--- src/rtl/timer_pkg.sv ---
package timer_pkg;

  ////////////////////////////////////////////////////////////////////////////
  // time value
  ////////////////////////////////////////////////////////////////////////////

  // bcd mm:ss, fields ordered so a plain compare follows time order
  typedef struct packed {
    logic [2:0] min_tens;
    logic [3:0] min_ones;
    logic [2:0] sec_tens;
    logic [3:0] sec_ones;
  } mmss_t;

  // lower limit 10:20
  localparam mmss_t MIN_TIME = '{min_tens: 3'd1, min_ones: 4'd0,
                                 sec_tens: 3'd2, sec_ones: 4'd0};

  // upper limit 49:30
  localparam mmss_t MAX_TIME = '{min_tens: 3'd4, min_ones: 4'd9,
                                 sec_tens: 3'd3, sec_ones: 4'd0};

  // minutes added or taken per jump
  localparam integer JUMP_MINUTES = 2;

  ////////////////////////////////////////////////////////////////////////////
  // display word
  ////////////////////////////////////////////////////////////////////////////

  // four nibbles, reads as hex MMSS
  typedef logic [15:0] display_t;

  // shown in flash mode while blink is high
  localparam display_t FLASH_PATTERN = 16'h5555;

endpackage

--- src/rtl/ctrl_pkg.sv ---
package ctrl_pkg;

  // one-cycle commands into the counter
  typedef enum logic [1:0] {
    OP_IDLE  = 2'd0,
    OP_JUMP  = 2'd1,
    OP_CLEAR = 2'd2
  } op_e;

  // tick rate selection
  typedef enum logic [1:0] {
    SPEED_NORMAL = 2'd0,
    SPEED_HALF   = 2'd1,
    SPEED_DOUBLE = 2'd2
  } speed_e;

endpackage

--- src/rtl/timer_cmd_if.sv ---
interface timer_cmd_if;

  ctrl_pkg::op_e    op;
  logic             count_up;
  logic             run;
  ctrl_pkg::speed_e speed;
  logic             flash;

  modport decode (
    output op,
    output count_up,
    output run,
    output speed,
    output flash
  );

  modport execute (
    input op,
    input count_up,
    input run,
    input speed
  );

  modport result (
    input flash
  );

endinterface

--- src/rtl/button_decode.sv ---
module button_decode (
  input  logic         clk,
  input  logic         reset,
  input  logic         enable,
  input  logic         count_down,
  input  logic         add_two,
  input  logic         half_speed,
  input  logic         double_speed,
  input  logic         clear,
  timer_cmd_if.decode  cmd
);

  logic add_two_q;
  logic both_speed;
  logic jump_edge;

  assign both_speed = half_speed & double_speed;

  // one jump per press, however long it is held
  assign jump_edge = add_two & ~add_two_q;

  always_ff @(posedge clk or posedge reset)
  begin
    if (reset)
    begin
      add_two_q    <= 1'b0;
      cmd.op       <= ctrl_pkg::OP_IDLE;
      cmd.count_up <= 1'b1;
      cmd.run      <= 1'b0;
      cmd.speed    <= ctrl_pkg::SPEED_NORMAL;
      cmd.flash    <= 1'b0;
    end
    else
    begin
      add_two_q <= add_two;

      if (clear)
        cmd.op <= ctrl_pkg::OP_CLEAR;
      else if (jump_edge)
        cmd.op <= ctrl_pkg::OP_JUMP;
      else
        cmd.op <= ctrl_pkg::OP_IDLE;

      // direction only latched while paused
      if (!enable)
        cmd.count_up <= ~count_down;

      cmd.flash <= both_speed;
      cmd.run   <= enable & ~both_speed;

      case ({half_speed, double_speed})
        2'b10:   cmd.speed <= ctrl_pkg::SPEED_HALF;
        2'b01:   cmd.speed <= ctrl_pkg::SPEED_DOUBLE;
        default: cmd.speed <= ctrl_pkg::SPEED_NORMAL;
      endcase
    end
  end

endmodule

--- src/rtl/tick_divider.sv ---
module tick_divider #(
  parameter int TICK_CYCLES = 50000000
) (
  input  logic             clk,
  input  logic             reset,
  input  ctrl_pkg::speed_e speed,
  output logic             tick,
  output logic             blink
);

  localparam int CNT_W = $clog2(2 * TICK_CYCLES);

  localparam logic [CNT_W-1:0] TERM_NORMAL = CNT_W'(TICK_CYCLES - 1);
  localparam logic [CNT_W-1:0] TERM_HALF   = CNT_W'(2 * TICK_CYCLES - 1);
  localparam logic [CNT_W-1:0] TERM_DOUBLE = CNT_W'(TICK_CYCLES / 2 - 1);

  logic [CNT_W-1:0] count;
  logic [CNT_W-1:0] term;
  ctrl_pkg::speed_e speed_q;
  logic             speed_change;

  always_comb
  begin
    case (speed)
      ctrl_pkg::SPEED_HALF:   term = TERM_HALF;
      ctrl_pkg::SPEED_DOUBLE: term = TERM_DOUBLE;
      default:                term = TERM_NORMAL;
    endcase
  end

  assign speed_change = (speed != speed_q);

  // no tick in the cycle the rate switches
  assign tick = (count == term) && !speed_change;

  always_ff @(posedge clk or posedge reset)
  begin
    if (reset)
    begin
      count   <= '0;
      speed_q <= ctrl_pkg::SPEED_NORMAL;
      blink   <= 1'b0;
    end
    else
    begin
      speed_q <= speed;
      if (speed_change || tick)
        count <= '0;
      else
        count <= count + 1'b1;
      if (tick)
        blink <= ~blink;
    end
  end

endmodule

--- src/rtl/mmss_counter.sv ---
module mmss_counter #(
  parameter int TICK_CYCLES = 50000000
) (
  input  logic              clk,
  input  logic              reset,
  timer_cmd_if.execute      cmd,
  output timer_pkg::mmss_t  time_val,
  output logic              blink
);

  logic tick;
  logic at_limit;

  ////////////////////////////////////////////////////////////////////////////
  // bcd arithmetic
  ////////////////////////////////////////////////////////////////////////////

  // one second up or down with carry and borrow across the digits
  function automatic timer_pkg::mmss_t step_second(input timer_pkg::mmss_t t,
                                                   input logic up);
    timer_pkg::mmss_t r;
    r = t;
    if (up)
    begin
      if (t.sec_ones != 4'd9)
        r.sec_ones = t.sec_ones + 4'd1;
      else
      begin
        r.sec_ones = 4'd0;
        if (t.sec_tens != 3'd5)
          r.sec_tens = t.sec_tens + 3'd1;
        else
        begin
          r.sec_tens = 3'd0;
          if (t.min_ones != 4'd9)
            r.min_ones = t.min_ones + 4'd1;
          else
          begin
            r.min_ones = 4'd0;
            r.min_tens = t.min_tens + 3'd1;
          end
        end
      end
    end
    else
    begin
      if (t.sec_ones != 4'd0)
        r.sec_ones = t.sec_ones - 4'd1;
      else
      begin
        r.sec_ones = 4'd9;
        if (t.sec_tens != 3'd0)
          r.sec_tens = t.sec_tens - 3'd1;
        else
        begin
          r.sec_tens = 3'd5;
          if (t.min_ones != 4'd0)
            r.min_ones = t.min_ones - 4'd1;
          else
          begin
            r.min_ones = 4'd9;
            r.min_tens = t.min_tens - 3'd1;
          end
        end
      end
    end
    return r;
  endfunction

  // minute jump, clamped to the limits
  function automatic timer_pkg::mmss_t jump_minutes(input timer_pkg::mmss_t t,
                                                    input logic up);
    logic [6:0]       mins;
    timer_pkg::mmss_t r;
    mins = 7'(t.min_tens) * 7'd10 + 7'(t.min_ones);
    r    = t;
    if (up)
      mins = mins + 7'(timer_pkg::JUMP_MINUTES);
    else if (mins >= 7'(timer_pkg::JUMP_MINUTES))
      mins = mins - 7'(timer_pkg::JUMP_MINUTES);
    else
      mins = 7'd0;
    r.min_tens = 3'(mins / 7'd10);
    r.min_ones = 4'(mins % 7'd10);
    if (r > timer_pkg::MAX_TIME)
      r = timer_pkg::MAX_TIME;
    else if (r < timer_pkg::MIN_TIME)
      r = timer_pkg::MIN_TIME;
    return r;
  endfunction

  ////////////////////////////////////////////////////////////////////////////
  // time register
  ////////////////////////////////////////////////////////////////////////////

  tick_divider #(
    .TICK_CYCLES (TICK_CYCLES)
  ) i_tick_divider (
    .clk   (clk),
    .reset (reset),
    .speed (cmd.speed),
    .tick  (tick),
    .blink (blink)
  );

  // stop once the limit in the counting direction is reached
  assign at_limit = cmd.count_up ? (time_val == timer_pkg::MAX_TIME)
                                 : (time_val == timer_pkg::MIN_TIME);

  always_ff @(posedge clk or posedge reset)
  begin
    if (reset)
      time_val <= timer_pkg::MIN_TIME;
    else
    begin
      case (cmd.op)
        ctrl_pkg::OP_CLEAR:
          time_val <= cmd.count_up ? timer_pkg::MIN_TIME : timer_pkg::MAX_TIME;
        ctrl_pkg::OP_JUMP:
          time_val <= jump_minutes(time_val, cmd.count_up);
        default:
        begin
          if (tick && cmd.run && !at_limit)
            time_val <= step_second(time_val, cmd.count_up);
        end
      endcase
    end
  end

endmodule

--- src/rtl/display_format.sv ---
module display_format (
  input  timer_pkg::mmss_t     time_val,
  input  logic                 blink,
  timer_cmd_if.result          cmd,
  output timer_pkg::display_t  display
);

  timer_pkg::display_t digits;

  // zero spacer above each tens digit
  assign digits = {1'b0, time_val.min_tens,
                   time_val.min_ones,
                   1'b0, time_val.sec_tens,
                   time_val.sec_ones};

  always_comb
  begin
    if (cmd.flash)
    begin
      if (blink)
        display = timer_pkg::FLASH_PATTERN;
      else
        display = '0;
    end
    else
    begin
      display = digits;
    end
  end

endmodule

--- src/rtl/mmss_timer.sv ---
module mmss_timer #(
  parameter int TICK_CYCLES = 50000000
) (
  input  logic                 clk,
  input  logic                 reset,
  input  logic                 enable,
  input  logic                 count_down,
  input  logic                 add_two,
  input  logic                 half_speed,
  input  logic                 double_speed,
  input  logic                 clear,
  output timer_pkg::display_t  display,
  output logic                 blink
);

  timer_pkg::mmss_t time_val;

  timer_cmd_if cmd ();

  // decode
  button_decode i_button_decode (
    .clk          (clk),
    .reset        (reset),
    .enable       (enable),
    .count_down   (count_down),
    .add_two      (add_two),
    .half_speed   (half_speed),
    .double_speed (double_speed),
    .clear        (clear),
    .cmd          (cmd.decode)
  );

  // execute
  mmss_counter #(
    .TICK_CYCLES (TICK_CYCLES)
  ) i_mmss_counter (
    .clk      (clk),
    .reset    (reset),
    .cmd      (cmd.execute),
    .time_val (time_val),
    .blink    (blink)
  );

  // result
  display_format i_display_format (
    .time_val (time_val),
    .blink    (blink),
    .cmd      (cmd.result),
    .display  (display)
  );

endmodule

--- config.mk ---
export PLATFORM = sky130hd
export DESIGN_NAME = mmss_timer
export DESIGN_NICKNAME = d
export VERILOG_FILES = /design/src/rtl/timer_pkg.sv /design/src/rtl/ctrl_pkg.sv /design/src/rtl/timer_cmd_if.sv /design/src/rtl/button_decode.sv /design/src/rtl/tick_divider.sv /design/src/rtl/mmss_counter.sv /design/src/rtl/display_format.sv /design/src/rtl/mmss_timer.sv
export SDC_FILE = /design/constraint.sdc
export NUM_CORES = 1
export LEC_CHECK = 0
export BUFFER_PORTS_ARGS = -buffer_cell sky130_fd_sc_hd__buf_2
export CAP_MARGIN = 25
export CORE_UTILIZATION = 42
export CTS_CLUSTER_DIAMETER = 200
export CTS_CLUSTER_SIZE = 24
export DETAILED_ROUTE_END_ITERATION = 10
export GPL_TIMING_DRIVEN = 0
export PLACE_DENSITY = 0.55
export SETUP_SLACK_MARGIN = 0.4
export SYNTH_ARGS = -nofsm -noshare
export SYNTH_HDL_FRONTEND = slang
export SYNTH_SLANG_ARGS = --single-unit
--- constraint.sdc ---
create_clock -name clk -period 7.1 [get_ports clk]
set_input_delay 0.71 -clock clk [delete_from_list [all_inputs] [get_ports clk]]
set_output_delay 0.71 -clock clk [all_outputs]
set_load 0.02 [all_outputs]
==> impl_results.md <==
- Vias in the first global route: 4123
- # hold bufs at CTS: 0
- Max-Cap Viols: 0
- Async SR Flop Fraction: 100.0%
- Filler instances: 1066
- Setup crit end kind: flop
- WL per Instance: 15.80 um
- Max Slew Vio Count: 0
- Dpl hpwl: 9003 um
- Critical Path RT: 7310 ps
- Synth warn: 0
- Setup CP Type: flop to flop
- Worst rel slew slack: 57.07%
- TritonCTS clock tree: built
- Crit start category: flop
- Htree depth: 2
- Worst r2r path cells: 31
- Clock Latency Late Sink: 310 ps
- IO Port Bufs: 22
- Largest net degree at the start of global routing: 42
- RR Endpoint: i_mmss_counter.time_val[2]$_DFFE_PP0P_
- Post-synthesis sequential area ratio: 27.77%
- Net count, final: 651
- Drt pass-1 iters: 6
- Die width: 107.8 um
- Setup repair after global routing missed its margin: no
- Most frequent cells in the layout: 72 x nor2_1, 52 x nand2_1, 47 x dfrtp_1
- EDFF count, synth: 0
- Core ar.: 10890 um^2
- Slowest cell on the critical path: dfstp_2
- WL met2: 5547 um
- TritonCTS sink count: 52
- Post-route antenna net violation count: 0
- Die ar.: 11620 um^2
- CTS Buffer Depth: 2
- CTS Buf Count: 5
- Final setup fails: 0
- GR Overflow Total: 0
- Vias after detailed routing: 4307
- Setup slack at placement: -145.0 ps
- Critical path peak fanout: 9
- Initial antenna violation count: 0
- Crit share post-route: 89.47%
- Final setup margin: 747.4 ps
- DRC: 0
- Outcome: complete, no violations
- Worst path max stage delay: 560 ps
- Skew final: 4.431 ps
- Hold Crit Class: input port to asynchronous set/reset pin
- Area Overhead vs Synth: 15.02%
- CTS root buf: clkbuf_8
- Final Critical Period: 6353 ps
- Initial drt markers: 271
- Die Ht: 107.8 um
- First-pass GRT wire length: 19930 um
- Synth Register Bits: 52
- Fraction of layout cells with a size suffix above 1: 19.23%
- Cells after Synth: 579
- Synth cell types: 86
- Routed WL: 12070 um
- Fin. Hold Viols: 0
- Post-Syn Area per Cell: 8.117 um^2
- Highest metal used: met4
- Total negative slack: 0 ps
- Row count: 38
- Ant. Diodes: 0
- Layout Cells excl Fill: 764
- Worst-Margin Slew: 643.9 ps
- Slack of the worst reg-to-reg path: 750 ps
- Final RePlAce weighted congestion: 0.8476
- Worst-path clk slew: 100 ps
- Commonest non-fill, non-tap cell in the layout: nor2_1
- Global Route Usage Sum: 21.58%
- Vias per Instance: 5.637
- M1 wire length: 6080 um
- Top FF cell, synth: dfrtp_1
- Placed Cells: 743
- Cell area after synthesis: 4700 um^2
- Starting Density: 43.16%
- Top-level I/O count: 25
- Metal3 WL: 320 um
- FMAX: 0.1574 GHz
- Worst Path Arrival: 6560 ps
- FF-to-FF Start: i_mmss_counter.time_val[11]$_DFFE_PP1P_
flip-flops by register name, summed over array words and instances (netlist names):
register                               count
i_button_decode.cmd.flash                  1
i_mmss_counter.i_tick_divider.blink        1
i_button_decode.cmd.op                     2
i_mmss_counter.time_val                   14
i_button_decode.cmd.run                    1
i_button_decode.cmd.count_up               1
i_mmss_counter.i_tick_divider.speed_q      2
i_button_decode.add_two_q                  1
i_mmss_counter.i_tick_divider.count       27
i_button_decode.cmd.speed                  2
layer usage:
layer | GRT usage, % | vias up
met5 | 0 | -
met3 | 2.119 | 10
met4 | 4.012 | 0
li1 | - | 2160
met1 | 30.82 | 2060
met2 | 35.39 | 77
critical path, delay by kind of cell (launching register included):
kind | cells | cell delay [ps]
AO/OA/AOI/OAI | 8 | 1270
XOR/XNOR | 1 | 150
adder cells (fa/ha/maj) | 6 | 1240
buffers and inverters | 3 | 400
flip-flops | 1 | 560
multiplexers | 1 | 310
AND/OR/NAND/NOR | 12 | 2290
stage by stage:
stage / util, % / cell area (um^2) / hold WS, ps
4_1_cts: 47.47 / 5169 / 327.2
3_3_place_gp: 45.82 / 4989 / 390.7
6_report: 49.64 / 5405 / 326.5
2_1_floorplan: - / 4703 / 381.7
5_1_grt: 49.64 / 5405 / 343.3
3_5_place_dp: 46.00 / 5009 / 391.5
logic make-up (layout without fill, tap and decap cells):
| group | Yosys count | count (layout) | share of synthesized area, % |
|---|---|---|---|
| flip-flops | 52 | 52 | 27.77 |
| AND/OR/NAND/NOR | 246 | 246 | 26.12 |
| XOR/XNOR | 43 | 43 | 8.573 |
| AO/OA/AOI/OAI | 144 | 144 | 23.06 |
| buffers and inverters | 60 | 104 | 5.591 |
| multiplexers | 13 | 13 | 3.168 |
| other | 1 | 2 | 0.07980 |
| adder cells (fa/ha/maj) | 20 | 20 | 5.644 |
what timing repair did:
item                                   CTS  global route
setup endpoints to repair               12            12
endpoints found under the hold margin    0             0
gates resized for setup                  8            36
pin swaps                                2            13
buffers inserted                         3            10
worst max-delay path by stage:
stage / endpoint / start / slack [ps]
2_1_floorplan: i_mmss_counter.time_val[1]$_DFFE_PP0P_ / i_mmss_counter.time_val[11]$_DFFE_PP1P_ / 840
5_1_grt: i_mmss_counter.time_val[6]$_DFFE_PP0P_ / i_mmss_counter.time_val[13]$_DFFE_PP0P_ / 410
3_3_place_gp: i_mmss_counter.time_val[2]$_DFFE_PP0P_ / i_mmss_counter.time_val[11]$_DFFE_PP1P_ / -30
6_report: i_mmss_counter.time_val[2]$_DFFE_PP0P_ / i_mmss_counter.time_val[11]$_DFFE_PP1P_ / 750
4_1_cts: i_mmss_counter.time_val[2]$_DFFE_PP0P_ / i_mmss_counter.time_val[11]$_DFFE_PP1P_ / 430
3_5_place_dp: i_mmss_counter.time_val[2]$_DFFE_PP0P_ / i_mmss_counter.time_val[11]$_DFFE_PP1P_ / -150
cells in the mapped netlist (all sizes together), types with 3 or more instances:
master,count,area (um^2)
or2,3,18.77
a311o,3,30.03
nand2,53,201.5
nand2b,4,25.02
xnor2,26,254.0
o21ai,35,178.9
mux2,6,78.82
clkbuf,18,67.56
o2111ai,3,43.80
a21o,9,71.32
nor2,74,280.3
mux2i,7,70.07
a31oi,8,80.08
xor2,17,148.9
dfstp,3,78.83
nand4,10,62.56
nor3,14,85.08
inv,34,132.6
a31o,3,26.28
o21a,7,55.06
dfrtp,49,1226
a211oi,9,72.57
o211ai,9,72.57
a21oi,24,157.7
nor4,3,18.77
and3,9,61.31
o31ai,7,52.55
and2,6,40.04
or3,9,61.31
ha,18,225.2
buf,8,62.55
o22ai,4,25.02
nor2b,15,93.84
nand3,33,165.2
final cells by class:
cell class              instances  area (um^2)  share of cell area [%]
clock buffers                   5        68.82                   1.273
clock inverters                 3        22.52                  0.4167
multi-input cells             468         3331                   61.62
well taps                     140        175.2                   3.241
inverters                      34        132.6                   2.454
flip-flops and latches         52         1308                   24.19
plain buffers                  26        140.1                   2.593
repair buffers                 36        227.7                   4.213
Power is left out: the tool's default activity adds up to more than one toggle a clock period on the data nets, which glitch-free logic cannot reach.
